==> src/predecode_defs.svh <==
/*
  Sizing constants for the predecoder.
  PD_FIFO_DEPTH is also the upstream credit count and must be a power of two.
  PD_MAX_IPARCELS must not exceed 7, since lengths are held in 3 bits.
*/
`ifndef PREDECODE_DEFS_SVH
`define PREDECODE_DEFS_SVH

// bundle geometry
`define PD_PARCELS 16
`define PD_PARCEL_W 16

// result geometry
`define PD_SLOTS 8
`define PD_JSLOTS 4
`define PD_MAX_IPARCELS 4

// flow control
`define PD_FIFO_DEPTH 4
`define PD_OUT_CREDITS 2

`endif
==> src/predecodePkg.sv <==
/*
  Shared packed types for the predecoder pipeline.
  The text of a slot holds its first parcel in the low bits, and
  parcels past the instruction length are zero.
*/
`default_nettype none

`include "predecode_defs.svh"

package predecodePkg;

  typedef struct packed {
    logic [`PD_PARCELS-1:0][`PD_PARCEL_W-1:0] parcels;
    logic [`PD_PARCELS-1:0] endMarks;   // bit set on the last parcel of an instruction
    logic [3:0] startOff;
  } bundleT;

  typedef struct packed {
    logic jump;
    logic alu;
    logic mul;
    logic load;
    logic store;
    logic sys;
  } instrClassT;

  typedef struct packed {
    logic valid;
    logic [3:0] offset;
    logic [2:0] len;    // in parcels
    logic [`PD_MAX_IPARCELS*`PD_PARCEL_W-1:0] text;
    instrClassT cls;
  } instrSlotT;

  typedef struct packed {
    logic valid;
    logic [$clog2(`PD_SLOTS)-1:0] slot;
    logic [3:0] offset;
    logic [`PD_MAX_IPARCELS*`PD_PARCEL_W-1:0] text;
  } jumpEntryT;

  typedef instrSlotT [`PD_SLOTS-1:0] slotArrayT;

  typedef struct packed {
    slotArrayT slots;
    jumpEntryT [`PD_JSLOTS-1:0] jumps;   // in program order from entry 0
    logic error;
    logic jumpOverflow;
  } decodeResultT;

endpackage

`default_nettype wire

==> src/jumpCollector.sv <==
/*
  Stage 3 gathers the first PD_JSLOTS jumps in slot order and registers
  the complete result. Extra jumps only set jumpOverflow.
*/
`timescale 1ns/1ps
`default_nettype none

`include "predecode_defs.svh"

module jumpCollector (
  input  logic clk,
  input  logic stage3En,
  input  predecodePkg::slotArrayT slotsIn,
  input  logic errorIn,
  output predecodePkg::decodeResultT result
);
  import predecodePkg::*;

  localparam int SW = $clog2(`PD_SLOTS);

  decodeResultT resultNext;

  always_comb begin
    int n;   // jumps seen so far
    n = 0;
    resultNext = '0;   // unused jump entries stay zero
    resultNext.slots = slotsIn;
    resultNext.error = errorIn;
    for (int i = 0; i < `PD_SLOTS; i++) begin
      if (slotsIn[i].valid && slotsIn[i].cls.jump) begin
        if (n < `PD_JSLOTS) begin
          resultNext.jumps[n].valid = 1'b1;
          resultNext.jumps[n].slot = SW'(i);
          resultNext.jumps[n].offset = slotsIn[i].offset;
          resultNext.jumps[n].text = slotsIn[i].text;
        end else begin
          resultNext.jumpOverflow = 1'b1;
        end
        n++;
      end
    end
  end

  always_ff @(posedge clk) begin
    if (stage3En) result <= resultNext;
  end

endmodule

`default_nettype wire

==> config.mk <==
export PLATFORM = sky130hd
export DESIGN_NAME = jumpCollector
export DESIGN_NICKNAME = d
export VERILOG_FILES = /design/src/predecodePkg.sv /design/src/jumpCollector.sv
export VERILOG_INCLUDE_DIRS = /design/src /design/src/src
export SDC_FILE = /design/constraint.sdc
export NUM_CORES = 1
export LEC_CHECK = 0
export BUFFER_PORTS_ARGS = -buffer_cell sky130_fd_sc_hd__buf_4
export CORE_AREA = 2 2 601 603
export CTS_CLUSTER_DIAMETER = 80
export DETAILED_ROUTE_END_ITERATION = 6
export DIE_AREA = 0 0 603 605
export PLACE_DENSITY = 0.39
export SLEW_MARGIN = 20
export SYNTH_ARGS = -nofsm -noshare
export SYNTH_HDL_FRONTEND = slang
export SYNTH_SLANG_ARGS = --single-unit
==> constraint.sdc <==
create_clock -name clk -period 13.5 [get_ports clk]
set_clock_uncertainty 0.15 [all_clocks]
set_input_delay 0.675 -clock clk [delete_from_list [all_inputs] [get_ports clk]]
set_output_delay 0.675 -clock clk [all_outputs]
set_load 0.01 [all_outputs]
==> results.txt <==
Status - complete, but fails checks
Failing checks - design-rule violations
Clock slew at reported path FFs - 60 ps
Antenna violations before repair - 115
Share of cells above drive strength 1 - 44.10%
Largest net degree at the start of global routing - 136
WL final - 353600 µm
Most flop-heavy register - result
Setup TNS - 0 ps
CP Cell Sequence - buf_6, buf_4, nand2_4, ha_1, and3_4, nor2_1, ha_1, nand3_1, o21ai_0, ha_1, nand3_1, o211ai_1, ha_1, nor2_1, a21oi_1, ha_1, nand2_1, and4b_1, o21ai_0, a31oi_2, nand3_4, buf_6, mux2_2
Netlist cell types - 58
Crit-path leading delay family - simple AND/OR/NAND/NOR gates
Detail-routed net length per standard cell - 34.00 µm
Crit path largest cell delay - 710 ps
Peak VDD IR - 86.45 µV
Final Hold Vio Count - 0
Post-synth EDFFs - 914
Nets - 6144
Mean Syn Cell Area - 13.61 µm²
GRT Util Overall - 18.43%
Global route total overflow - 0
Most common cell on crit path - ha_1
Vias in the first global route - 42590
Clk buf depth - 4
Final setup violation count - 0
Largest register FFs - 914
Initial Util - 12.98%
Unrepaired setup endpoints after global routing - no
Worst hold path class - in -> reg
Ys Warns - 0
Syn_nets - 4061
Via count - 43550
Drt via density - 4.187
Core area - 358100 µm²
Crit end category - flop
Die ar. - 364800 µm²
Crit path arrival time - 8380 ps
DRT antenna net count - 0
Max stage delay cell, worst path - nand3_4
Flip-flop and latch count after synthesis - 914
Drt first pass iters - 7
TritonCTS buffer count - 138
Max-slew headroom - 18.81%
Synth Cell Area - 46480 µm²
Placement Rows - 220
Die Width - 603 µm
Register area share after synthesis - 59.05%
Power Density - 129.2 nW/µm²
H-tree lvl count - 4
GP Congestion - 0.8308
Largest regs - result x914
Fmax - 125.5 MHz
Crit start category - input pin
Max Cap Violations - 0
CTS sink cnt - 914
Min cycle time layout - 7970 ps
Worst slew pin tran - 1218 ps
Period utilisation layout - 59.03%
Final worst slack - 5530 ps
Die Ht - 605 µm
Post-synth ARST share - 0%
Pins Over Slew Limit - 0
Remaining DRCs - 19
TritonCTS clock tree - done
P_leak - 0.02881 µW
Cells after synthesis - 3414
CP bufs+invs - 3
Worst Path Class, Setup - in -> reg
Area Growth Syn to Fin - 59.67%
Port Buffers - 1540
Iteration-0 DRC Markers - 4699
Worst Path Max Fanout - 51
Clk root buf - clkbuf_16
Dpl ws - 4734 ps
I/O pins - 1541
Critical path data required time - 13910 ps
Dpl hpwl - 269900 µm
First-pass GRT wire length - 449300 µm
Ys flop type - edfxtp_1
Setup bufs post-CTS - 0
[cell usage in the layout, fill, tap and decap left out, types with 10 or more instances in the layout]
cell type	count
buf_4	1615
edfxtp_1	914
dlygate4sd3_1	622
mux2_2	544
nor2_1	239
mux2_1	217
nand3_1	174
nand2_1	159
clkbuf_16	140
a31oi_1	138
nand4_1	75
o21ai_0	75
a21oi_1	74
a211o_1	70
o31ai_1	68
a22oi_1	68
a2bb2oi_1	68
mux2_4	55
a221oi_1	46
diode_2	31
a211oi_1	22
clkbuf_1	20
clkinv_1	20
ha_1	19
clkinv_2	17
clkinv_4	11
inv_6	10
bufinv_16	10
[layer usage]
layer  wire [µm]  vias to the layer above  global-route usage (%)  part of all wire [%]
met2      178400                     2700                   32.86                    50
met5         192                        -                       0                 0.054
met4       11420                       30                   5.435                   3.2
met1      137900                    22580                   22.06                    39
met3       25680                      562                   3.924                   7.3
li1            -                    17680                       -                     -
[power breakdown]
group          internal (µW)  switching (µW)
registers               3490             134
clock network           2110            1520
logic                   1030            1300
[stage by stage]
step                      utilization [%]  total power, µW  hold WS [ps]  instances  cell area [µm²]
after floorplan                         -             4476         623.9       3414            46480
after global placement              17.74             5835         703.6       9508            63530
after detailed placement            17.74             5832         704.4       9508            63540
after CTS                           20.70             9726         14.10      10370            74130
after global routing                20.71             9905         40.32      10380            74170
final                               20.72             9587         96.35      10400            74210
[kinds of logic (layout without fill, tap and decap cells)]
family          count (synthesis)  after routing  synth area share [%]
compound gates                658            658                 10.19
xor+xnor                        7              7                0.1804
fa+ha+maj                      20             20                0.5384
buf+inv                       312           2494                 3.096
flops                         914            914                 59.05
mux                           816            816                 20.21
other cells                     0             31                     0
simple gates                  687            687                 6.727
[cell type report]
| type | instances | area, µm² |
|---|---|---|
| fillers | 38500 | 283900 |
| clock inverters | 79 | 790.8 |
| repair buffers | 2244 | 18460 |
| flip-flops and latches | 914 | 27450 |
| multi-input cells | 2188 | 17840 |
| clock buffers | 160 | 3578 |
| inverters | 11 | 46.29 |
| well taps | 4773 | 5972 |
| diodes | 31 | 77.57 |
[final timing paths]
| check | start | to | slack (ps) | cells past startpoint |
|---|---|---|---|---|
| worst min-delay path | slotsIn[161] | result[451] | 100 | 1 |
| worst max-delay path | slotsIn[77] | result[96] | 5530 | 23 |
[what timing repair did]
| item | in CTS | in global routing |
|---|---|---|
| hold endpoints to repair | 727 | 0 |
| endpoints found under the setup margin | 0 | 0 |
| gates resized for setup | 0 | 0 |
| hold buffers | 622 | 0 |
[synthesized netlist by cell type, drive strengths merged (5+ instances only)]
library cell  instances  share of area, %
a211o                70               1.3
a211oi               23              0.40
a21oi                79              0.87
a221oi               46              0.87
a22oi                68               1.1
a2bb2oi              68               1.3
a31oi               141               1.9
and2                  6             0.081
and3                 10              0.13
buf                  87               1.3
clkbuf              214               1.7
edfxtp              914                59
ha                   20              0.54
inv                  10             0.081
mux2                816                20
nand2               161               1.3
nand3               182               2.0
nand4                77               1.1
nor2                240               1.9
nor3                  5             0.065
o21ai                76              0.83
o31ai                68               1.1
xnor2                 6              0.13
Power figures use the tool's default switching activity.
