--- src/predecode_defs.svh ---
/*
  Sizing constants for the predecoder.
  PD_FIFO_DEPTH is also the upstream credit count and must be a power of two.
  PD_MAX_IPARCELS must not exceed 7, since lengths are held in 3 bits.
*/
`ifndef PREDECODE_DEFS_SVH
`define PREDECODE_DEFS_SVH

// bundle geometry
`define PD_PARCELS 16
`define PD_PARCEL_W 16

// result geometry
`define PD_SLOTS 8
`define PD_JSLOTS 4
`define PD_MAX_IPARCELS 4

// flow control
`define PD_FIFO_DEPTH 4
`define PD_OUT_CREDITS 2

`endif
--- src/predecodePkg.sv ---
/*
  Shared packed types for the predecoder pipeline.
  The text of a slot holds its first parcel in the low bits, and
  parcels past the instruction length are zero.
*/
`default_nettype none

`include "predecode_defs.svh"

package predecodePkg;

  typedef struct packed {
    logic [`PD_PARCELS-1:0][`PD_PARCEL_W-1:0] parcels;
    logic [`PD_PARCELS-1:0] endMarks;   // bit set on the last parcel of an instruction
    logic [3:0] startOff;
  } bundleT;

  typedef struct packed {
    logic jump;
    logic alu;
    logic mul;
    logic load;
    logic store;
    logic sys;
  } instrClassT;

  typedef struct packed {
    logic valid;
    logic [3:0] offset;
    logic [2:0] len;    // in parcels
    logic [`PD_MAX_IPARCELS*`PD_PARCEL_W-1:0] text;
    instrClassT cls;
  } instrSlotT;

  typedef struct packed {
    logic valid;
    logic [$clog2(`PD_SLOTS)-1:0] slot;
    logic [3:0] offset;
    logic [`PD_MAX_IPARCELS*`PD_PARCEL_W-1:0] text;
  } jumpEntryT;

  typedef instrSlotT [`PD_SLOTS-1:0] slotArrayT;

  typedef struct packed {
    slotArrayT slots;
    jumpEntryT [`PD_JSLOTS-1:0] jumps;   // in program order from entry 0
    logic error;
    logic jumpOverflow;
  } decodeResultT;

endpackage

`default_nettype wire

--- src/classifyStage.sv ---
/*
  Stage 2 fills in the class of every valid slot from the low opcode byte
  of its first parcel. Unknown opcodes get an all-zero class.
*/
`timescale 1ns/1ps
`default_nettype none

`include "predecode_defs.svh"

module classifyStage (
  input  logic clk,
  input  logic stage2En,
  input  predecodePkg::slotArrayT slotsIn,
  input  logic errorIn,
  output predecodePkg::slotArrayT slotsOut,
  output logic errorOut
);
  import predecodePkg::*;

  slotArrayT slotsNext;

  function automatic instrClassT classify(input logic [7:0] op);
    instrClassT c;
    c = '0;
    if (op[7:5] == 3'b000 || op[7:3] == 5'b00100) begin
      c.alu = ~op[2];
      c.mul = op[2];
    end else if (op[7:5] == 3'b010) begin
      c.load = ~op[0];
      c.store = op[0];
    end else if (op[7:4] == 4'b1010) begin   // conditional jump
      c.jump = 1'b1;
      c.alu = 1'b1;
    end else if (op == 8'd181) begin
      c.jump = 1'b1;
    end else if (op == 8'hff) begin
      c.sys = 1'b1;
    end
    return c;
  endfunction

  always_comb begin
    slotsNext = slotsIn;
    for (int i = 0; i < `PD_SLOTS; i++) begin
      slotsNext[i].cls = slotsIn[i].valid ? classify(slotsIn[i].text[7:0]) : '0;
    end
  end

  always_ff @(posedge clk) begin
    if (stage2En) begin
      slotsOut <= slotsNext;
      errorOut <= errorIn;
    end
  end

endmodule

`default_nettype wire

--- config.mk ---
export PLATFORM = sky130hd
export DESIGN_NAME = classifyStage
export DESIGN_NICKNAME = d
export VERILOG_FILES = /design/src/predecodePkg.sv /design/src/classifyStage.sv
export VERILOG_INCLUDE_DIRS = /design/src /design/src/src
export SDC_FILE = /design/constraint.sdc
export NUM_CORES = 1
export LEC_CHECK = 0
export BUFFER_PORTS_ARGS = -buffer_cell sky130_fd_sc_hd__buf_2
export CAP_MARGIN = 0
export CORE_AREA = 2 2 486 488
export CTS_BUF_LIST = sky130_fd_sc_hd__clkbuf_8
export DETAILED_ROUTE_END_ITERATION = 10
export DIE_AREA = 0 0 488 490
export PLACE_DENSITY = 0.36
export SYNTH_ARGS = -nofsm -noshare
export SYNTH_HDL_FRONTEND = slang
export SYNTH_SLANG_ARGS = --single-unit
export TNS_END_PERCENT = 10
--- constraint.sdc ---
create_clock -name clk -period 0.8 [get_ports clk]
set_input_delay 0.08 -clock clk [delete_from_list [all_inputs] [get_ports clk]]
set_output_delay 0.08 -clock clk [all_outputs]
set_load 0.01 [all_outputs]
==> impl_metrics.toml, run 1 <==
[clocking]
ctsLongestPathBuffers = 3
post_cts_buffers = 0
cts_buffers = 114
cts-root-buf = "clkbuf_8"
htree_levels = 3
ctsResizeCount = 577
cts.sinks = 625
ctsHoldBuffers = 1091

[synth]
avgSynthCellArea_um2 = 25.6
synthMostInstantiatedCell = "edfxtp_1"
synth_edf_count = 625
yosys_warnings = 0
synth.cell_area_um2 = 19600
async_flop_share_pct = 0
synth_top_area_share_pct = 95.9
synth_area_leaders = "edfxtp_1, nor4b_1, nor4_1"
synth_cell_types = 21
synth.ff_latch_count = 625
synth_top_flop_cell = "edfxtp_1"
synth_cells = 765
syn_nets = 1392
yosys-top-cells-count = "edfxtp_1, nand2_1, nor4_1"
ys_seq_area_share_pct = 95.9
yosysTopAreaCell = "edfxtp_1"

[place]
dp_hpwl_mm = 154
numPortBuffers = 1203
place.gp.congestion = 0.887

[run_status]
status = "aborted with a tool error"
haltStage = "clock tree synthesis (4_1_cts)"
toolErrorMsg = "[ERROR RSZ-0060] Max buffer count reached."

[die]
die_x_um = 488
die_h_um = 490
core.rowCount = 178
ios = 1252
initial_utilization_pct = 8.36
==> kinds of logic after synthesis <==
logic type,share of synthesized area (%)
compound gates,0.716
buf+inv,0.134
flops,95.9
simple gates,3.24
==> through the flow <==
step | TNS, ns | worst slack, ns | cells | instance area (µm²) | hold slack, ns
2_1_floorplan | 0 | 0.0763 | 765 | 19600 | 0.179
3_3_place_gp | -133.01 | -0.491 | 5241 | 30800 | 0.256
3_5_place_dp | -138.52 | -0.472 | 5241 | 30800 | 0.258
==> run 2, diff against run 1 <==
--- a/config.mk
+++ b/config.mk
@@ -8,11 +8,10 @@
 export LEC_CHECK = 0
 export BUFFER_PORTS_ARGS = -buffer_cell sky130_fd_sc_hd__buf_2
 export CAP_MARGIN = 0
-export CORE_AREA = 2 2 486 488
-export CTS_BUF_LIST = sky130_fd_sc_hd__clkbuf_8
+export CORE_AREA = 2 2 480 482
 export DETAILED_ROUTE_END_ITERATION = 10
-export DIE_AREA = 0 0 488 490
-export PLACE_DENSITY = 0.36
+export DIE_AREA = 0 0 482 484
+export PLACE_DENSITY_LB_ADDON = 0.15
 export SYNTH_ARGS = -nofsm -noshare
 export SYNTH_HDL_FRONTEND = slang
 export SYNTH_SLANG_ARGS = --single-unit
==> impl_metrics.toml, run 2 <==
[min_path]
hp-class = "in2reg"

[layout]
area_delta_synth_final_pct = 115
reg_top3 = "slotsOut: 624 flops, errorOut: 1 flops"
largest_register_ffs = 624
final_cell_mix = "buf_2, dlygate4sd3_1, edfxtp_1"
regMostFlops = "slotsOut"
final_common_cell = "buf_2"
nets = 3542
post_route_cells_drive_above_1_share_pct = 50.0

[place]
dp_hpwl_mm = 115
numPortBuffers = 1203
place.gp.congestion = 0.777

[worst_setup_path]
cp_top_family = "flip-flops"
path_class = "reg2out"
cp_slowest_cell = "edfxtp_1"
crit_arrival_ns = 1.49
critPathBufInv = 1
cp_max_fo = 1
critPathRequiredTime_ns = 0.72
startpoint_type = "register"
cpPeakStageDelay_ns = 0.56
cp-end-kind = "output pin"
cp_cell_sequence = "buf_6"

[synth]
synth_cell_types = 21
synthMuxAreaShare_pct = 0
synth.ff_latch_count = 625
synth_compound_area_share_pct = 0.716
avgSynthCellArea_um2 = 25.6
yosys-top-cells-count = "edfxtp_1, nand2_1, nor4_1"
synth_cells = 765
synth-simple-area-share_pct = 3.24
yosysTopAreaCell = "edfxtp_1"
async_flop_share_pct = 0
synth.cell_area_um2 = 19600
synth_top_flop_cell = "edfxtp_1"
ys_seq_area_share_pct = 95.9
synth_edf_count = 625
synth_fa_ha_area_share_pct = 0
synth_top_family_by_area = "simple AND/OR/NAND/NOR gates"
synth_area_leaders = "edfxtp_1, nor4b_1, nor4_1"
yosys_warnings = 0
synthMostInstantiatedCell = "edfxtp_1"
synthXorXnorAreaFrac_pct = 0
synth_top_area_share_pct = 95.9
syn_nets = 1392

[pwr]
switching_share_pct = 25.7
combPwrFrac_pct = 14.0
cell_internal_pwr_mw = 67.8
total_power_mw = 91.3
clockPowerShare_pct = 41.9
p_leak_nw = 16.7
p_sw_mw = 23.5
power_frac_seq_pct = 44.1
max-vdd-ir-drop_mv = 1.66
powerDensity_nw_per_um2 = 2170

[sta]
worst_slew_pin_slew_ns = 0.561
finalMaxSlewViolations = 0
setup_slack_ns = -0.771
fin_setup_tns_ns = -372.30
setup_viol = 877
period_share_pct = 196
relSlewSlack_pct = 62.6
max_freq_mhz = 636
fin_crit_ns = 1.57
rsz0062_at_grt = "true"
timing_hold_violations_final = 1
holdWs_ns = -0.00112

[global_route]
antenna_found_initial = 34
grt_remaining_overflow = 0
grt.total_usage_pct = 11.3
grt_pass1_vias = 18200
grt_max_degree = 32
grt_pass1_wl_mm = 174

[detailed_routing]
drt_first_iter_violations = 672
wl_per_cell_um = 22.9
detail_route.first_pass.iterations = 5
drc = 0
routed_wl_mm = 138
wl_met3_mm = 14.8
viasPerCell = 2.77
detailroute.via_count = 16700
routed-wl-met2_mm = 65.7
postRouteAntennaNets = 0
top_layer = "met5"
wl_met1_mm = 54.5

[die]
fp.dieArea_um2 = 233000
initial_utilization_pct = 8.56
ios = 1252
coreArea_um2 = 229000
die_h_um = 484
core.rowCount = 176
die_x_um = 482

[clocking]
cts_tree = "built"
cts-root-buf = "clkbuf_16"
htree_levels = 3
cts_buffers = 84
ctsLongestPathBuffers = 3
post_cts_buffers = 0
clk_pin_slew_worst_paths_ns = 0.05
cts.sinks = 625

[run_status]
status = "finished with violations"
violations = "negative hold slack, negative setup slack"

[run]
drv_cap = 0
run 2: cell counts after synthesis:
Identical to the previous run, type by type.
run 2: power groups by stage:
stage	sequential (mW)	clock, mW	combinational (mW)
2_1_floorplan	41.6	0	0.168
3_3_place_gp	40.9	0	9.40
3_5_place_dp	40.8	0	9.30
4_1_cts	40.4	39.9	13.2
5_1_grt	40.5	41.1	13.8
6_report	40.3	38.2	12.8
run 2: area by class of cell:
type / count / area (µm²)
Clock inverter: 51 / 583
Antenna cell: 15 / 37.5
Timing Repair Buffer: 2064 / 15800
Tap cell: 3026 / 3790
Sequential cell: 625 / 18800
Clock buffer: 100 / 2160
Inverter: 7 / 26.3
Fill cell: 25100 / 187000
Multi-Input combinational cell: 133 / 907
run 2: kinds of logic (layout without fill, tap and decap cells):
| kind of cell | after synthesis | after routing |
|---|---|---|
| DFF | 625 | 625 |
| and+or+nand+nor | 109 | 109 |
| AOI/OAI and AO/OA | 24 | 24 |
| buffers and inverters | 7 | 2222 |
| other | 0 | 15 |
run 2: final timing paths:
kind	from	to	cells after the start
max	slotsOut[489]	slotsOut[489]	1
min	slotsIn[558]	slotsOut[558]	2
run 2: metrics by stage:
step	cells	area, µm²	util (%)	worst slack (ns)
finish	6021	42100	18.4	-0.771
global route	6013	42100	18.4	-0.872
CTS	6000	41700	18.3	-0.935
detailed placement	5134	30800	13.5	-0.426
global placement	5134	30800	13.5	-0.439
floorplan	765	19600	-	0.0763
run 2: what timing repair did:
action | in CTS | in global routing
resized for setup | 306 | 80
hold buffers | 717 | 6
setup endpoints to repair | 625 | 929
endpoints found under the hold margin | 933 | 57
gates cloned | 0 | 0
run 2: metal layers:
metal / GRT usage [%] / up-vias
met5: 0 / -
met4: 3.19 / 8
met3: 5.14 / 135
met2: 19.0 / 910
met1: 12.8 / 8141
li1: - / 7475
Power figures use the tool's default switching activity.
