<file path="config.mk">
export PLATFORM = sky130hd
export DESIGN_NAME = bundleFifo
export DESIGN_NICKNAME = d
export VERILOG_FILES = /design/src/predecodePkg.sv /design/src/bundleFifo.sv
export VERILOG_INCLUDE_DIRS = /design/src /design/src/src
export SDC_FILE = /design/constraint.sdc
export NUM_CORES = 1
export LEC_CHECK = 0
export ABC_AREA = 1
export BUFFER_PORTS_ARGS = -buffer_cell sky130_fd_sc_hd__buf_2
export CAP_MARGIN = 20
export CORE_MARGIN = 10
export CORE_UTILIZATION = 58
export CTS_CLUSTER_DIAMETER = 80
export DETAILED_ROUTE_END_ITERATION = 7
export MAX_ROUTING_LAYER = met4
export PLACE_DENSITY = 0.8
export SLEW_MARGIN = 20
export SYNTH_ARGS = -nofsm -noshare
export SYNTH_HDL_FRONTEND = slang
export SYNTH_SLANG_ARGS = --single-unit
</file>
<file path="constraint.sdc">
create_clock -name clk -period 7.2 [get_ports clk]
set_input_delay 0.36 -clock clk [delete_from_list [all_inputs] [get_ports clk]]
set_output_delay 0.36 -clock clk [all_outputs]
set_load 0.02 [all_outputs]
</file>
<file path="src/predecode_defs.svh">
/*
  Sizing constants for the predecoder.
  PD_FIFO_DEPTH is also the upstream credit count and must be a power of two.
  PD_MAX_IPARCELS must not exceed 7, since lengths are held in 3 bits.
*/
`ifndef PREDECODE_DEFS_SVH
`define PREDECODE_DEFS_SVH

// bundle geometry
`define PD_PARCELS 16
`define PD_PARCEL_W 16

// result geometry
`define PD_SLOTS 8
`define PD_JSLOTS 4
`define PD_MAX_IPARCELS 4

// flow control
`define PD_FIFO_DEPTH 4
`define PD_OUT_CREDITS 2

`endif
</file>
<file path="src/predecodePkg.sv">
/*
  Shared packed types for the predecoder pipeline.
  The text of a slot holds its first parcel in the low bits, and
  parcels past the instruction length are zero.
*/
`default_nettype none

`include "predecode_defs.svh"

package predecodePkg;

  typedef struct packed {
    logic [`PD_PARCELS-1:0][`PD_PARCEL_W-1:0] parcels;
    logic [`PD_PARCELS-1:0] endMarks;   // bit set on the last parcel of an instruction
    logic [3:0] startOff;
  } bundleT;

  typedef struct packed {
    logic jump;
    logic alu;
    logic mul;
    logic load;
    logic store;
    logic sys;
  } instrClassT;

  typedef struct packed {
    logic valid;
    logic [3:0] offset;
    logic [2:0] len;    // in parcels
    logic [`PD_MAX_IPARCELS*`PD_PARCEL_W-1:0] text;
    instrClassT cls;
  } instrSlotT;

  typedef struct packed {
    logic valid;
    logic [$clog2(`PD_SLOTS)-1:0] slot;
    logic [3:0] offset;
    logic [`PD_MAX_IPARCELS*`PD_PARCEL_W-1:0] text;
  } jumpEntryT;

  typedef instrSlotT [`PD_SLOTS-1:0] slotArrayT;

  typedef struct packed {
    slotArrayT slots;
    jumpEntryT [`PD_JSLOTS-1:0] jumps;   // in program order from entry 0
    logic error;
    logic jumpOverflow;
  } decodeResultT;

endpackage

`default_nettype wire

</file>
<file path="src/bundleFifo.sv">
/*
  Bundle queue with show-ahead output. popData is valid whenever empty is low.
  No full flag. The upstream credit loop keeps pushes within the depth.
*/
`timescale 1ns/1ps
`default_nettype none

`include "predecode_defs.svh"

module bundleFifo (
  input  logic clk,
  input  logic reset,
  input  logic push,
  input  predecodePkg::bundleT pushData,
  input  logic pop,
  output predecodePkg::bundleT popData,
  output logic empty
);
  import predecodePkg::*;

  localparam int AW = $clog2(`PD_FIFO_DEPTH);

  bundleT mem [`PD_FIFO_DEPTH];
  logic [AW-1:0] rdPtr;
  logic [AW-1:0] wrPtr;
  logic [AW:0] count;

  always_ff @(posedge clk) begin
    if (push) mem[wrPtr] <= pushData;
  end

  always_ff @(posedge clk) begin
    if (reset) begin
      rdPtr <= '0;
      wrPtr <= '0;
      count <= '0;
    end else begin
      if (push) wrPtr <= wrPtr + 1'b1;   // wraps at depth
      if (pop) rdPtr <= rdPtr + 1'b1;
      count <= count + {{AW{1'b0}}, push} - {{AW{1'b0}}, pop};
    end
  end

  assign popData = mem[rdPtr];
  assign empty = (count == '0);

endmodule

`default_nettype wire

</file>
==> key figures, run 1 <==
Outcome
  – Status: completed

Setup path
  – Startpoint types: flop
  – Max FO, Critical Path: 116
  – CP max-delay cell: dfxtp_4
  – WP buf/inv: 2
  – Crit-path leading delay family: buffers and inverters
  – CP Capture Type: primary output
  – Crit-path cells: buf_4 -> a21oi_1 -> o21ai_0 -> nand2_1 -> buf_2
  – Crit path kind: reg2out
  – Worst EP arrival: 3.40 ns
  – Crit-path max cell delay: 0.98 ns
  – Req. time, crit path: 6.84 ns

Die
  – Overall die height: 296.5 um
  – IO Pins: 557
  – Die W: 296.5 um
  – # rows: 101
  – Core ar.: 0.07582 mm2
  – Die area: 0.08794 mm2
  – Starting Density: 58.50%

STA
  – Max_slew headroom: 17.59%
  – Max Fclk: 0.2657 GHz
  – Tmin final: 3.763 ns
  – Worst-margin pin slew: 1.236 ns
  – Max-slew violation count: 0
  – Setup Viol. Count Final: 0
  – Period utilization: 52.26%
  – Final setup TNS: 0 ns
  – Worst clock skew: 0.03096 ns
  – RSZ-0062 raised after global routing: false
  – Fin Hold WS: 0.09084 ns
  – Final hold vios: 0

Clock tree
  – CTS sink cnt: 1113
  – Inserted Clock Buffers: 108
  – CTS tree: done
  – CTS H-Tree Depth: 3
  – Worst-path clk slew: 0.06 ns
  – Clock Root Buffer: clkbuf_16
  – Clock buffer depth: 3
  – Post-CTS sizing: 0
  – Clk Latency, worst-skew pair: 0.68 ns

Synth
  – Yosys top cell area share: 74.74%
  – Area contributors post-synth: edfxtp_1 75%, inv_1 4.8%, nand2_1 4.7%, o211ai_2 3.6%, a21oi_1 3.2%
  – Syn_nets: 3562
  – Warnings from Yosys: 0
  – Synthesized area per cell: 13.54 um2
  – Seq/Total Area, Yosys: 75.14%
  – Yosys top cell by area: edfxtp_1
  – Yosys reg bits: 1113
  – Post-Syn Instances: 3275
  – Mapped cell area: 0.04436 mm2
  – Synth cell types: 19

Place
  – Port bufs: 556
  – Routability cong.: 0.7952
  – Final HPWL DP: 55.10 mm
  – Placed cell area: 0.04752 mm2

Cells and area
  – Most frequent cells in the layout: 1104 x edfxtp_1, 564 x inv_1, 560 x nand2_1
  – Final net count: 4343
  – Layout area overhead: 21.51%
  – Commonest non-fill, non-tap cell in the layout: edfxtp_1
  – Fillers: 4415
  – Fin util: 71.08%
  – Final Cell Area: 0.05390 mm2
  – Share of cells above drive strength 1: 20.72%

Power and ir drop
  – Cell Pwr Density: 273.5 mW/mm2
  – Lkg Pwr: 20.85 nW
  – Maximum vdd ir drop: 371.7 uV
  – Tot Pwr: 14.74 mW

Flow run
  – Max-capacitance violation count: 0

Global route
  – Initial antenna violation count: 23
  – Vias in the first global route: 28040
  – Global-route wire length before repair: 157.5 mm
  – Pin count of the biggest net entering global routing: 281
  – Grt ovf: 0
  – Gr usage total: 23.70%

Drt
  – Vias per cell: 5.466
  – Antenna-violating nets left: 0
  – Via count: 28160
  – Drt pass-1 iters: 5
  – Wire per inst: 20.41 um
  – Residual DRC count: 0
  – WL final: 105.2 mm
  – DRT iter0 DRCs: 2394

Min path
  – Worst min path class: in2reg
==> path summary, 6_finish.rpt <==
path	to	cells after the start	startpoint	slack, ns
setup reg to reg	mem[1][233]	5	wrPtr[1]	4.46
hold / removal	wrPtr[0]	3	push	0.09
hold reg to reg	flop	2	rdPtr[1]	0.46
setup / recovery	popData[114]	5	flop	3.44
==> registers in the layout, indices dropped and copies added, names as in the netlist, named ones only <==
name	flops
count	3
wrPtr	2
mem	1104
rdPtr	2
==> tightest hold or removal path: stages <==
cell	delay (ns)
buf_2	0.14
inv_1	0.11
a21oi_1	0.08
==> stage by stage <==
stage | setup slack [ns] | cells
4_1_cts | 3.554 | 5123
5_1_grt | 3.243 | 5148
3_5_place_dp | 4.318 | 4646
6_report | 3.437 | 5153
3_3_place_gp | 4.390 | 4646
2_1_floorplan | 0.6961 | 3275
==> final cells by class <==
type,count,area [um2],area share (%)
Antenna cell,30,75.07,0.1393
Clock buffer,135,2825,5.242
Clock inverter,64,696.9,1.293
Inverter,568,2162,4.012
Multi-Input combinational cell,1410,7739,14.36
Sequential cell,1113,33340,61.86
Tap cell,978,1224,2.270
Timing Repair Buffer,855,5836,10.83
==> synthesized netlist by cell type <==
master / instances
a21oi_1: 282
buf_1: 9
buf_2: 71
buf_4: 20
buf_6: 40
clkbuf_1: 44
dfxtp_1: 9
edfxtp_1: 1104
fa_1: 1
ha_1: 6
inv_1: 568
nand2_1: 560
nand3_1: 1
nor2_1: 3
nor3_1: 1
o211ai_1: 149
o211ai_2: 127
o21ai_0: 274
o21ai_1: 6
==> logic make-up after synthesis <==
family          synth area share (%)
flops                          75.14
buf+inv                        7.410
compound gates                 12.44
fa+ha+maj                     0.2144
simple gates                   4.787
==> layer usage <==
metal / up-vias / track usage, % / share of wire, %
met5: - / - / 0
met4: 0 / 7.453 / 2.9
met3: 195 / 5.103 / 8.5
met2: 1197 / 41.04 / 53
met1: 13720 / 27.40 / 36
li1: 13060 / - / -
==> power breakdown <==
| group | internal (mW) | switching (mW) | leakage [nW] |
|---|---|---|---|
| registers | 7.42 | 0.0896 | 10.2 |
| clock network | 3.17 | 2.40 | 1.70 |
| logic | 0.512 | 1.15 | 8.93 |
==> timing repair <==
| item | CTS | global route |
|---|---|---|
| setup buffers | 0 | 0 |
| hold endpoints to repair | 1111 | 0 |
| hold buffers | 278 | 0 |
Note: power is estimated with default switching activity, not from simulation.
==> run 2: changes to the inputs <==
--- a/config.mk
+++ b/config.mk
@@ -10,11 +10,11 @@
 export BUFFER_PORTS_ARGS = -buffer_cell sky130_fd_sc_hd__buf_2
 export CAP_MARGIN = 20
 export CORE_MARGIN = 10
-export CORE_UTILIZATION = 58
+export CORE_UTILIZATION = 52
 export CTS_CLUSTER_DIAMETER = 80
 export DETAILED_ROUTE_END_ITERATION = 7
 export MAX_ROUTING_LAYER = met4
-export PLACE_DENSITY = 0.8
+export PLACE_DENSITY = 0.76
 export SLEW_MARGIN = 20
 export SYNTH_ARGS = -nofsm -noshare
 export SYNTH_HDL_FRONTEND = slang
==> constraint.sdc (replaced) <==
create_clock -name clk -period 3.4 [get_ports clk]
set_input_delay 0.17 -clock clk [delete_from_list [all_inputs] [get_ports clk]]
set_output_delay 0.17 -clock clk [all_outputs]
set_load 0.02 [all_outputs]
==> run 2 against run 1 <==
  * Global-route usage down 3.0 points
  * Cell count up 4.1%
  * Clock skew increased by 0.0048 ns
  * Utilization shrank 6.7 points
  * Sequential cell count unchanged
  * First-iteration DRC count is 2.4% higher
  * Count of clock-buffer cells in the layout fell by 8
  * Sequential power rose by 110%
  * Cell area increased by 1.5%
  * Critical endpoint is now popData[272]
==> key figures, run 2 (synthesis gave the netlist of run 1 again) <==
Cells and area
  – Reg area: 0.03334 mm2
  – Most frequent cells in the layout: 1104 x edfxtp_1, 562 x inv_1, 557 x nand2_1
  – Max FFs per register: 1104
  – Top Registers: mem: 1104 flops, count: 3 flops
  – Area occupied by multi-input gates: 0.007754 mm2
  – Layout area overhead: 23.28%
  – Fillers: 5729
  – Final Cell Area: 0.05468 mm2
  – Largest Register: mem
  – Final net count: 4395
  – Finished Layout Cells: 5366
  – Commonest non-fill, non-tap cell in the layout: edfxtp_1
  – Share of cells above drive strength 1: 22.05%

Die
  – Die area: 0.09738 mm2
  – Starting Density: 52.26%
  – IO Pins: 557
  – # rows: 107
  – Core ar.: 0.08488 mm2
  – Die W: 312.1 um
  – Overall die height: 312.1 um

Drt
  – Vias per cell: 5.170
  – WL final: 102.5 mm
  – DRT iter0 DRCs: 2452
  – Drt pass-1 iters: 5
  – Wire per inst: 19.10 um
  – Antenna-violating nets left: 0
  – Residual DRC count: 0
  – Via count: 27740

STA
  – Tmin final: 2.871 ns
  – RSZ-0062 raised after global routing: false
  – Max-slew violation count: 0
  – Worst clock skew: 0.03572 ns
  – Max_slew headroom: 41.76%
  – Worst-margin pin slew: 0.8736 ns
  – Period utilization: 84.45%
  – Max Fclk: 0.3483 GHz
  – Final hold vios: 0
  – Setup Viol. Count Final: 0
  – Final setup TNS: 0 ns

Clock tree
  – CTS tree: done
  – Clock Root Buffer: clkbuf_16
  – Setup bufs post-CTS: 0
  – Worst-path clk slew: 0.06 ns
  – Clock buffer depth: 3
  – Post-CTS Hold Buffers: 280
  – Inserted Clock Buffers: 108
  – CTS sink cnt: 1113
  – Clk Latency, worst-skew pair: 0.66 ns
  – Post-CTS sizing: 0
  – CTS H-Tree Depth: 3

Power and ir drop
  – Lkg Pwr: 21.17 nW
  – Maximum vdd ir drop: 581.5 uV
  – Cell Pwr Density: 566.6 mW/mm2

Global route
  – Gr usage total: 20.66%
  – Global-route wire length before repair: 155.8 mm
  – Initial antenna violation count: 14
  – Vias in the first global route: 27860
  – Pin count of the biggest net entering global routing: 161
  – Grt ovf: 0

Setup path
  – R2R setup slack: 1.17 ns
  – Cell depth of the worst flop-to-flop path: 6
  – Worst r2r src: wrPtr[1]
  – Crit path kind: reg2out
  – R2R Path End: mem[1][237]
  – Req. time, crit path: 3.23 ns
  – Worst EP arrival: 2.70 ns
  – CP Capture Type: primary output
  – Max FO, Critical Path: 72
  – Startpoint types: flop

Place
  – Port bufs: 556
  – Routability cong.: 0.8013
  – Final HPWL DP: 61.08 mm
  – Placed cell area: 0.04837 mm2
  – Placed cells: 4862

Flow run
  – Max-capacitance violation count: 0

Min path
  – Hold EP: mem[0][224]
  – Worst min path class: in2reg
  – Hold Path Stages: 2
  – Min-delay src: pushData[224]

Outcome
  – Status: completed
==> run 2: cell count changes in the layout (fill, tap and decap cells not counted), moves of 5 or more <==
cell / previous run / this run
buf_4: 12 / 41
buf_12: 9 / 30
clkinv_2: 16 / 30
clkbuf_1: 26 / 17
diode_2: 30 / 22
clkinv_1: 24 / 29
==> run 2: area by class of cell <==
class	instances	share of cell area, %
Sequential cell	1113	60.97
Inverter	568	3.926
Tap cell	1144	2.618
Multi-Input combinational cell	1410	14.18
Antenna cell	22	0.1007
Clock inverter	75	1.178
Timing Repair Buffer	907	11.88
Clock buffer	127	5.150
==> run 2: routing by layer <==
metal  wire, um  track usage, %  vias to the layer above  part of all wire [%]
li1           -               -                    13150                     -
met4       2879           6.723                        0                   2.8
met5          0               -                        -                     0
met3       7639           4.435                      192                   7.5
met2      53400           35.70                     1020                    52
met1      38600           23.87                    13380                    38
==> run 2: metrics by stage <==
stage                     utilization [%]  setup WS, ns  power, mW  hold slack (ns)
after floorplan                         -        -1.730      18.20           0.2412
after global placement              56.96        0.9445      19.33           0.3728
after detailed placement            56.98         1.225      19.43           0.3764
after CTS                           64.36        0.4758      31.12           0.1934
after global routing                64.41        0.3216      32.01           0.2228
final                               64.43        0.5288      30.99           0.2556
==> run 2: worst max path at each step <==
| stage | cells after the start | slack, ns | to |
|---|---|---|---|
| floorplan | 4 | -1.73 | mem[0][0] |
| global placement | 5 | 0.94 | mem[0][209] |
| detailed placement | 5 | 1.22 | popData[173] |
| CTS | 5 | 0.48 | popData[173] |
| global route | 5 | 0.32 | popData[171] |
| finish | 5 | 0.53 | popData[272] |
==> run 2: critical path, cell delays in order, from the launching register on <==
cell     delay [ns]
dfxtp_4        0.73
buf_4          0.64
a21oi_1        0.16
o21ai_0        0.16
nand2_1        0.14
buf_2          0.19
==> run 2: report_power, final <==
group | total, mW | switching, mW | internal (mW)
sequential | 15.9 | 0.157 | 15.7
clock | 11.5 | 4.97 | 6.55
combinational | 3.61 | 2.44 | 1.16
