**src/predecode_defs.svh**
```systemverilog
/*
  Sizing constants for the predecoder.
  PD_FIFO_DEPTH is also the upstream credit count and must be a power of two.
  PD_MAX_IPARCELS must not exceed 7, since lengths are held in 3 bits.
*/
`ifndef PREDECODE_DEFS_SVH
`define PREDECODE_DEFS_SVH

// bundle geometry
`define PD_PARCELS 16
`define PD_PARCEL_W 16

// result geometry
`define PD_SLOTS 8
`define PD_JSLOTS 4
`define PD_MAX_IPARCELS 4

// flow control
`define PD_FIFO_DEPTH 4
`define PD_OUT_CREDITS 2

`endif
```
**src/predecodeControl.sv**
```systemverilog
/*
  Flow control for the three-stage pipeline.
  A pop happens only when an output credit is free for it, so the stages never stall.
  Downstream must not return more credits than it was given.
*/
`timescale 1ns/1ps
`default_nettype none

`include "predecode_defs.svh"

module predecodeControl (
  input  logic clk,
  input  logic reset,
  input  logic empty,
  input  logic outCredit,
  output logic pop,
  output logic stage1En,
  output logic stage2En,
  output logic stage3En,
  output logic inCredit,
  output logic outValid
);
  localparam int CW = $clog2(`PD_OUT_CREDITS + 1);

  logic [CW-1:0] credits;    // output credits not yet spent on a result
  logic [CW-1:0] inFlight;   // popped but result not yet out
  logic [2:0] validSr;

  assign pop = !empty && (credits > inFlight);
  assign stage1En = pop;
  assign stage2En = validSr[0];
  assign stage3En = validSr[1];
  assign outValid = validSr[2];

  always_ff @(posedge clk) begin
    if (reset) begin
      credits <= CW'(`PD_OUT_CREDITS);
      inFlight <= '0;
      validSr <= '0;
      inCredit <= 1'b0;
    end else begin
      validSr <= {validSr[1:0], pop};
      inCredit <= pop;   // one credit back upstream per popped bundle
      case ({outCredit, outValid})
        2'b10: credits <= credits + 1'b1;
        2'b01: credits <= credits - 1'b1;
        default: credits <= credits;   // both or neither cancel out
      endcase
      case ({pop, outValid})
        2'b10: inFlight <= inFlight + 1'b1;
        2'b01: inFlight <= inFlight - 1'b1;
        default: inFlight <= inFlight;
      endcase
    end
  end

endmodule

`default_nettype wire

```
**config.mk**
```make
export PLATFORM = sky130hd
export DESIGN_NAME = predecodeControl
export DESIGN_NICKNAME = d
export VERILOG_FILES = /design/src/predecodeControl.sv
export VERILOG_INCLUDE_DIRS = /design/src /design/src/src
export SDC_FILE = /design/constraint.sdc
export NUM_CORES = 1
export LEC_CHECK = 0
export BUFFER_PORTS_ARGS = -buffer_cell sky130_fd_sc_hd__buf_4
export CORE_AREA = 2 2 39 41
export DETAILED_ROUTE_END_ITERATION = 7
export DIE_AREA = 0 0 41 43
export PLACE_DENSITY = 0.41
export SETUP_SLACK_MARGIN = 0.3
export SYNTH_ARGS = -nofsm -noshare
export SYNTH_HDL_FRONTEND = slang
export SYNTH_SLANG_ARGS = --single-unit
```
**constraint.sdc**
```tcl
create_clock -name clk -period 2.15 [get_ports clk]
set_clock_uncertainty 0.1 [all_clocks]
set_input_delay 0 -clock clk [delete_from_list [all_inputs] [get_ports clk]]
set_output_delay 0 -clock clk [all_outputs]
set_load 0.02 [all_outputs]
```
==> impl_metrics.toml, run 1 <==
[status]
outcome = "completed"

[cts]
htreeDepth = 1
cts_made_buffers = 3
cts_root_buf = "sky130_fd_sc_hd__clkbuf_4"
clock_latency_ns = 0.25
tritoncts = "yes"
cts.sinks = 7
clock_pin_slew_on_the_worst_setup_and_hold_paths_ns = 0.05
clock_path_buffers = 2

[hold_path]
hold_path_startpoint = "empty"
worst_hold_path_type = "primary input to flip-flop"

[logic_synthesis]
number_of_standard_cells_after_synthesis = 35
yosys_register_bits = 7
seq_area_frac_synth_pct = 42.4
synth.avg_cell_area_um2 = 9.44
yosys.area.top_type_share_pct = 42.4
yosysWarnings = 0
synth_area_leader_cell = "sky130_fd_sc_hd__dfxtp_1"
synth_nets = 43
mappedNetlistArea_um2 = 330
post_synth_num_cell_types = 14
synth_top_cells_by_area = "sky130_fd_sc_hd__dfxtp_1 (42%), sky130_fd_sc_hd__ha_1 (15%), sky130_fd_sc_hd__nor2b_1 (5.7%), sky130_fd_sc_hd__xnor2_1 (5.3%), sky130_fd_sc_hd__xor2_1 (5.3%)"

[setup_path]
crit_arrival_ns = 1.90
timing.setup.critical_path_class = "flip-flop to flip-flop"
reg_to_reg_critical_path_startpoint = "credits[0]$_SDFFE_PP0P_"
endpoint_type_of_the_worst_setup_path = "flip-flop"
worstSetupStartpoint = "credits[0]$_SDFFE_PP0P_"
timing.critical_path.from_type = "flip-flop"
timing.critical_path.required_ns = 2.23
crit_path_max_fanout = 2

[timing]
timing_hold_violations_final = 0
final_period_utilization_pct = 84.6
tightestPinTransition_ns = 0.196
slew_headroom_pct = 86.9
report.final.setup_viol = 0
final_max_slew_viol_count = 0
timing.setup.tns_ns = 0
rsz0062_at_grt = "true"
timing.final.crit_period_ns = 1.82
post_route_worst_setup_slack_ns = 0.332
hold-worst-slack_ns = 0.148
achievable-frequency_mhz = 550

[grt]
antenna_found_initial = 0
grt_first_pass_wirelength_um = 1060
first_global_vias = 287
grt_util_all_layers_pct = 9.55
grt_start_max_net_pins = 8
gr-total-overflow = 0

[power]
worst_ir_drop_vdd_v = 0.000403
design_power_total_w = 0.000549
static_power_due_to_leakage_nw = 0.237
power_density_mw_per_mm2 = 1050

[final_layout]
fillCellCount = 149
antennaDiodeCount = 0
syn_to_final_growth_pct = 57.6
area.sequential_um2 = 143
mostFrequentLayoutCell = "sky130_fd_sc_hd__buf_4"
post_route_cells_drive_above_1_share_pct = 47.2
multiInputGateArea_um2 = 184
top_library_cells_by_usage_in_the_layout_fill_and_taps_aside = "sky130_fd_sc_hd__buf_4 (13), sky130_fd_sc_hd__dfxtp_1 (5)"
design.final.nets = 62

[place]
routabilityCongestion = 0.667
place.port_buffers = 9
dpl_worst_slack_ns = 0.224
dp.final_hpwl_um = 477

[floorplan]
rows = 14
design.portCount = 10
vert_die_dim_um = 43
floorplan.core_area_mm2 = 0.00138
design.die.area_mm2 = 0.00176
starting_density_of_the_core_pct = 23.9
die_width_um = 41

[routing]
drt_antenna_net_count = 0
dr_total_vias = 293
drc = 0
post_drt_wl_per_cell_um = 9.52
drtPass1Iterations = 1
drt-vias-per-instance = 4.25
initialDrtViolationCount = 0
postRouteWirelength_um = 657

[flow_run]
max-cap-violations = 0
==> cells in the mapped netlist <==
cell type	n
sky130_fd_sc_hd__or3b_1	1
sky130_fd_sc_hd__nor2b_1	3
sky130_fd_sc_hd__dfxtp_1	7
sky130_fd_sc_hd__nor3_1	1
sky130_fd_sc_hd__xnor2_1	2
sky130_fd_sc_hd__buf_4	2
sky130_fd_sc_hd__o21ai_1	1
sky130_fd_sc_hd__a21oi_1	2
sky130_fd_sc_hd__ha_1	4
sky130_fd_sc_hd__xor2_1	2
sky130_fd_sc_hd__nor2_1	3
sky130_fd_sc_hd__o21ai_0	2
sky130_fd_sc_hd__or3_1	1
sky130_fd_sc_hd__inv_1	4
==> timing repair <==
action	4_1_cts	5_1_grt
hold buffers	1	0
setup buffers	5	0
setup endpoints to repair	1	4
endpoints found under the hold margin	7	0
pin swaps	3	3
gates resized for setup	2	9
==> stage by stage <==
| step | utilization, % | cell area, um2 | cells |
|---|---|---|---|
| detailed placement | 29.7 | 410 | 59 |
| finish | 37.6 | 520 | 69 |
| global route | 37.6 | 520 | 69 |
| floorplan | - | 330 | 35 |
| global placement | 29.7 | 410 | 59 |
| CTS | 35.2 | 487 | 69 |
==> worst max-delay path: stages, from the launching register on <==
cell and delay (ns):
sky130_fd_sc_hd__dfxtp_2 0.33, sky130_fd_sc_hd__inv_1 0.04, sky130_fd_sc_hd__ha_1 0.29, sky130_fd_sc_hd__a21oi_2 0.15, sky130_fd_sc_hd__o21ai_2 0.07, sky130_fd_sc_hd__ha_1 0.19
sky130_fd_sc_hd__xnor2_1 0.14, sky130_fd_sc_hd__or3_1 0.33, sky130_fd_sc_hd__a21oi_2 0.11
==> layer usage <==
metal	track usage, %	wire (um)	part of all wire [%]	vias to the layer above
met2	13.8	336	51	8
met5	0	0	0	-
met3	5.24	47	7.2	0
met1	9.35	272	41	135
li1	-	-	-	150
met4	8.00	0	0	0
==> area by class of cell <==
| cell class | instances | area share (%) |
|---|---|---|
| Clock buffer | 4 | 5.05 |
| Sequential cell | 7 | 27.4 |
| Tap cell | 16 | 3.85 |
| Multi-Input combinational cell | 22 | 35.3 |
| Inverter | 4 | 3.37 |
| Timing Repair Buffer | 16 | 25.0 |
==> sequential cells by signal, summed over array words and instances, names as in the netlist <==
signal and flops:
validSr 3, credits 2, inFlight 2
==> worst paths after layout <==
check                        endpoint  slack, ns  cells after the start
max          inFlight[1]$_SDFFE_PP0P_       0.33                      8
min          inFlight[1]$_SDFFE_PP0P_       0.15                      6
max reg2reg  inFlight[1]$_SDFFE_PP0P_       0.33                      8
min reg2reg     validSr[2]$_SDFF_PP0_       0.37                      1
==> cell families after synthesis <==
logic type,after synthesis,share of synthesized area [%]
xor+xnor,4,10.6
compound gates,5,7.57
flops,7,42.4
simple gates,9,15.2
fa+ha+maj,4,15.2
buf+inv,6,9.09
==> where the power goes <==
part / switching [W] / internal, W / leakage, nW
Clock: 0.0000467 / 0.0000707 / 0.0150
Combinational: 0.000116 / 0.000139 / 0.164
Sequential: 0.0000207 / 0.000156 / 0.0583
Total: 0.000183 / 0.000366 / 0.237
Power figures use the tool's default switching activity.
==> run 2: changes to the inputs <==
Clock period 2.15 ns to 1.7 ns, I/O delays scaled along.
==> run 2 against run 1 <==
Core utilization increased by 4.8 points. Register-to-register slack worse by 0.37 ns. Critical path type unchanged. Critical path depth is 1 lower. The flow now finishes with violations (setup timing). Critical endpoint unchanged. Highest routed layer unchanged. Die area unchanged. Largest cell class unchanged. Largest power group unchanged. Final cell count up 1.4%. Fmax is 4.5% higher. Via count is 0.68% lower.
==> impl_metrics.toml, run 2 (synthesis gave the netlist of run 1 again) <==
[status]
outcome = "finished, violations left"
failed_checks = "setup timing"

[floorplan]
rows = 14
floorplan.core_area_mm2 = 0.00138
starting_density_of_the_core_pct = 23.9
vert_die_dim_um = 43
design.die.area_mm2 = 0.00176
design.portCount = 10
die_width_um = 41

[setup_path]
crit-reg2reg-capture = "inFlight[1]$_SDFFE_PP0P_"
timing.setup.critical_path_class = "flip-flop to flip-flop"
crit_path_max_fanout = 2
endpoint_type_of_the_worst_setup_path = "flip-flop"
critical_path.most_common_cell = "sky130_fd_sc_hd__ha_4"
cpMaxStageDelayCell = "sky130_fd_sc_hd__or3_1"
critical_path_cell_count = 7
setup_crit_end = "inFlight[1]$_SDFFE_PP0P_"
r2r_setup_slack_ns = -0.04
timing.critical_path.from_type = "flip-flop"
worst_path_dominant_cell_family = "simple AND/OR/NAND/NOR gates"
slowest_delay_ns = 0.34
path_cells = "inv_2 > ha_4 > nor2b_4 > o21ai_2 > ha_4 > or3_1 > a21oi_1"
critical_path.n_buffers_inverters = 1
crit_arrival_ns = 1.82
worstRegToRegCells = 7
worstSetupStartpoint = "inFlight[1]$_SDFFE_PP0P_"
timing.critical_path.required_ns = 1.78
reg_to_reg_critical_path_startpoint = "inFlight[1]$_SDFFE_PP0P_"

[final_layout]
layout_top_registers = "validSr x3, credits x2, inFlight x2"
fillCellCount = 137
design.final.nets = 63
largest_register = "validSr"
post_route_cells_drive_above_1_share_pct = 64.8
mostFrequentLayoutCell = "sky130_fd_sc_hd__buf_4"
antennaDiodeCount = 0
finalInstanceArea_um2 = 587
largest_reg_flops = 3
syn_to_final_growth_pct = 77.7
top_library_cells_by_usage_in_the_layout_fill_and_taps_aside = "sky130_fd_sc_hd__buf_4 (14), sky130_fd_sc_hd__ha_4 (4), sky130_fd_sc_hd__dfxtp_2 (4)"
post_layout_nonfiller_instances = 70

[grt]
grt_start_max_net_pins = 8
first_global_vias = 298
gr-total-overflow = 0
grt_first_pass_wirelength_um = 1290
grt_util_all_layers_pct = 11.3
antenna_found_initial = 0

[cts]
cts_made_buffers = 3
clock_latency_ns = 0.25
tritoncts = "yes"
cts_root_buf = "sky130_fd_sc_hd__clkbuf_4"
clock_path_buffers = 2
cts.sinks = 7
clock_pin_slew_on_the_worst_setup_and_hold_paths_ns = 0.06
htreeDepth = 1

[place]
placedInstanceArea_um2 = 450
place.port_buffers = 9
dp.cells = 64
dp.final_hpwl_um = 550
routabilityCongestion = 0.652

[flow_run]
max-cap-violations = 0

[routing]
dr_total_vias = 291
drtPass1Iterations = 1
initialDrtViolationCount = 0
post_drt_wl_per_cell_um = 10.4
drc = 0
postRouteWirelength_um = 725
drt-vias-per-instance = 4.16
drt_antenna_net_count = 0

[timing]
timing.setup.tns_ns = -0.0397
final_max_slew_viol_count = 0
slew_headroom_pct = 87.9
hold-worst-slack_ns = 0.137
achievable-frequency_mhz = 575
rsz0062_at_grt = "true"
timing.final.crit_period_ns = 1.74
post_route_worst_setup_slack_ns = -0.0397
timing_hold_violations_final = 0
final_period_utilization_pct = 102
tightestPinTransition_ns = 0.182
report.final.setup_viol = 1

[hold_path]
hold_path_startpoint = "empty"
worst_hold_path_type = "primary input to flip-flop"

[power]
static_power_due_to_leakage_nw = 0.249
power_density_mw_per_mm2 = 1310
worst_ir_drop_vdd_v = 0.000638
design_power_total_w = 0.000768
-- run 2: cell types whose count changed in the layout (fill, tap and decap cells not counted), sizes merged --
cell,before,now
buf,15,16
-- run 2: where the power goes --
part	internal, W	switching, W	leakage (nW)	total [W]
Clock	0.0000896	0.0000612	0.0150	0.000151
Combinational	0.000223	0.000167	0.175	0.000389
Sequential	0.000199	0.0000288	0.0584	0.000228
-- run 2: through the flow --
step,util (%),setup WS (ns)
2_1_floorplan,-,-0.118
3_3_place_gp,32.5,-0.118
3_5_place_dp,32.5,-0.158
4_1_cts,39.2,-0.115
5_1_grt,42.4,-0.114
6_report,42.4,-0.0397
-- run 2: repair_timing --
item / in CTS / in global routing
hold endpoints to repair: 7 / 0
pin swaps: 7 / 5
hold buffers: 1 / 0
setup buffers: 1 / 0
gates resized for setup: 10 / 8
setup endpoints to repair: 4 / 5
-- run 2: worst min-delay path by stage --
stage	cells past startpoint	slack, ns	end
2_1_floorplan	1	-0.04	inFlight[1]$_SDFFE_PP0P_
3_3_place_gp	2	0.11	inFlight[1]$_SDFFE_PP0P_
3_5_place_dp	2	0.12	inFlight[1]$_SDFFE_PP0P_
4_1_cts	6	0.09	validSr[0]$_SDFF_PP0_
5_1_grt	6	0.15	validSr[0]$_SDFF_PP0_
6_report	6	0.14	validSr[0]$_SDFF_PP0_
-- run 2: area by class of cell --
class                           count  area (um2)  share of cell area (%)
Clock buffer                        4        26.3                    4.48
Inverter                            4        17.5                    2.99
Multi-Input combinational cell     22         240                    40.9
Sequential cell                     7         145                    24.7
Tap cell                           16        20.0                    3.41
Timing Repair Buffer               17         138                    23.5
-- run 2: worst register-to-register path, cell delays in order, from the launching register on --
cell and delay, ns:
sky130_fd_sc_hd__dfxtp_2 0.33, sky130_fd_sc_hd__inv_2 0.04, sky130_fd_sc_hd__ha_4 0.21, sky130_fd_sc_hd__nor2b_4 0.12, sky130_fd_sc_hd__o21ai_2 0.19, sky130_fd_sc_hd__ha_4 0.23, sky130_fd_sc_hd__or3_1 0.34, sky130_fd_sc_hd__a21oi_1 0.11
-- run 2: metal layers --
layer	track usage [%]	vias to the layer above	routed length, um
li1	-	149	-
met1	13.5	132	303
met2	16.3	10	374
met3	3.14	0	47
met4	8.00	0	0
met5	0	-	0
==> run 3: changes to the inputs <==
Settings changed: TNS_END_PERCENT from default to 10.
==> run 3 against run 2 <==
The run still ends with setup timing left. Design area fell by 3.6%. Clock power hardly changed. Clock-buffer cell count did not move. Largest cell class unchanged. Largest power group unchanged.
==> impl_metrics.toml, run 3 (synthesis gave the netlist of run 1 again) <==
[grt]
grt_start_max_net_pins = 8
gr-total-overflow = 0
grt_util_all_layers_pct = 11.0
first_global_vias = 283
antenna_found_initial = 0
grt_first_pass_wirelength_um = 1170

[timing]
report.final.setup_viol = 1
rsz0062_at_grt = "true"
hold-worst-slack_ns = 0.0588
final_max_slew_viol_count = 0
timing.setup.tns_ns = -0.0938
slew_headroom_pct = 87.7
post_route_worst_setup_slack_ns = -0.0938
timing_hold_violations_final = 0
final_period_utilization_pct = 106
timing.final.crit_period_ns = 1.79
tightestPinTransition_ns = 0.184
achievable-frequency_mhz = 557

[power]
net-switching-power_w = 0.000246
design_power_total_w = 0.000741
worst_ir_drop_vdd_v = 0.000659
switching_portion_of_total_power_pct = 33.3
internal_power_w = 0.000495
static_power_due_to_leakage_nw = 0.245
share_seq_of_total_power_pct = 29.9
power_density_mw_per_mm2 = 1310
power.clock.fraction_pct = 20.3
power.share.combinational_pct = 49.8

[cts]
tritoncts = "yes"
clock_latency_ns = 0.25
cts_made_buffers = 3
cts.sinks = 7
clock_pin_slew_on_the_worst_setup_and_hold_paths_ns = 0.05
htreeDepth = 1
cts_root_buf = "sky130_fd_sc_hd__clkbuf_4"
post_cts_setup_inserts = 0
clock_path_buffers = 2

[setup_path]
timing.setup.critical_path_class = "flip-flop to flip-flop"
r2r_setup_slack_ns = -0.09
timing.critical_path.from_type = "flip-flop"
crit_arrival_ns = 1.88
timing.critical_path.required_ns = 1.78
endpoint_type_of_the_worst_setup_path = "flip-flop"
crit_path_max_fanout = 2

[floorplan]
design.portCount = 10
design.die.area_mm2 = 0.00176
rows = 14
starting_density_of_the_core_pct = 23.9
vert_die_dim_um = 43
die_width_um = 41
floorplan.core_area_mm2 = 0.00138

[final_layout]
largest_reg_flops = 3
postLayoutCoreUtil_pct = 40.9
syn_to_final_growth_pct = 71.2
top_library_cells_by_usage_in_the_layout_fill_and_taps_aside = "sky130_fd_sc_hd__buf_4 (13), sky130_fd_sc_hd__dfxtp_2 (4), sky130_fd_sc_hd__nor2_1 (3), sky130_fd_sc_hd__clkbuf_4 (3), sky130_fd_sc_hd__dfxtp_1 (3)"
mostFrequentLayoutCell = "sky130_fd_sc_hd__buf_4"
design.final.nets = 62
largest_register = "validSr"
antennaDiodeCount = 0
layout_top_registers = "validSr x3, credits x2, inFlight x2"
post_route_cells_drive_above_1_share_pct = 64.2

[routing]
drc = 0
drt_antenna_net_count = 0
postRouteWirelength_um = 678
initialDrtViolationCount = 1
post_drt_wl_per_cell_um = 9.83
dr_total_vias = 278
drtPass1Iterations = 2
drt-vias-per-instance = 4.03

[place]
place.port_buffers = 9
routabilityCongestion = 0.644
dp.final_hpwl_um = 521

[flow_run]
max-cap-violations = 0

[status]
outcome = "finished, violations left"
failed_checks = "setup timing"

[hold_path]
worst_hold_path_type = "primary input to flip-flop"
-- run 3: cell type report --
class	count	area, um2
Tap cell	16	20.0
Multi-Input combinational cell	22	226
Inverter	4	17.5
Timing Repair Buffer	16	130
Fill cell	140	818
Clock buffer	4	26.3
Sequential cell	7	145
-- run 3: stage by stage --
stage,instances,cell area [um2],worst slack [ns]
2_1_floorplan,35,332,-0.124
3_3_place_gp,64,449,-0.106
3_5_place_dp,64,449,-0.159
4_1_cts,69,510,-0.125
5_1_grt,69,566,-0.156
6_report,69,566,-0.0938
-- run 3: timing repair --
| item | CTS | global route |
|---|---|---|
| pin swaps | 5 | 4 |
| resized for setup | 8 | 13 |
| hold buffers | 1 | 0 |
| endpoints found under the setup margin | 4 | 5 |
| hold endpoints to repair | 7 | 0 |
-- run 3: path summary, 6_finish.rpt --
path,depth (start not counted),start,endpoint
setup / recovery,7,inFlight[1]$_SDFFE_PP0P_,inFlight[1]$_SDFFE_PP0P_
hold / removal,5,empty,validSr[0]$_SDFF_PP0_
setup reg to reg,7,inFlight[1]$_SDFFE_PP0P_,inFlight[1]$_SDFFE_PP0P_
hold reg to reg,1,validSr[1]$_SDFF_PP0_,validSr[2]$_SDFF_PP0_
-- run 3: power by group through the flow --
| stage | Sequential (W) | Clock (W) | Combinational (W) |
|---|---|---|---|
| 6_report | 0.000221 | 0.000150 | 0.000369 |
| 5_1_grt | 0.000223 | 0.000172 | 0.000411 |
| 4_1_cts | 0.000220 | 0.000163 | 0.000304 |
| 3_5_place_dp | 0.000218 | 0 | 0.000271 |
| 3_3_place_gp | 0.000218 | 0 | 0.000264 |
| 2_1_floorplan | 0.000231 | 0 | 0.000146 |
-- run 3: critical path: stages (launching register included) --
cell and delay (ns):
sky130_fd_sc_hd__dfxtp_2 0.33, sky130_fd_sc_hd__inv_2 0.04, sky130_fd_sc_hd__ha_4 0.21, sky130_fd_sc_hd__nor2b_4 0.12, sky130_fd_sc_hd__o21ai_2 0.19, sky130_fd_sc_hd__ha_4 0.23
sky130_fd_sc_hd__or3_4 0.38, sky130_fd_sc_hd__a21oi_2 0.12
-- run 3: per-layer routing --
layer / track usage, % / share of wire, %
met1: 12.6 / 43
met2: 14.4 / 49
met4: 4.00 / 0
met3: 9.42 / 8.3
met5: 0 / 0
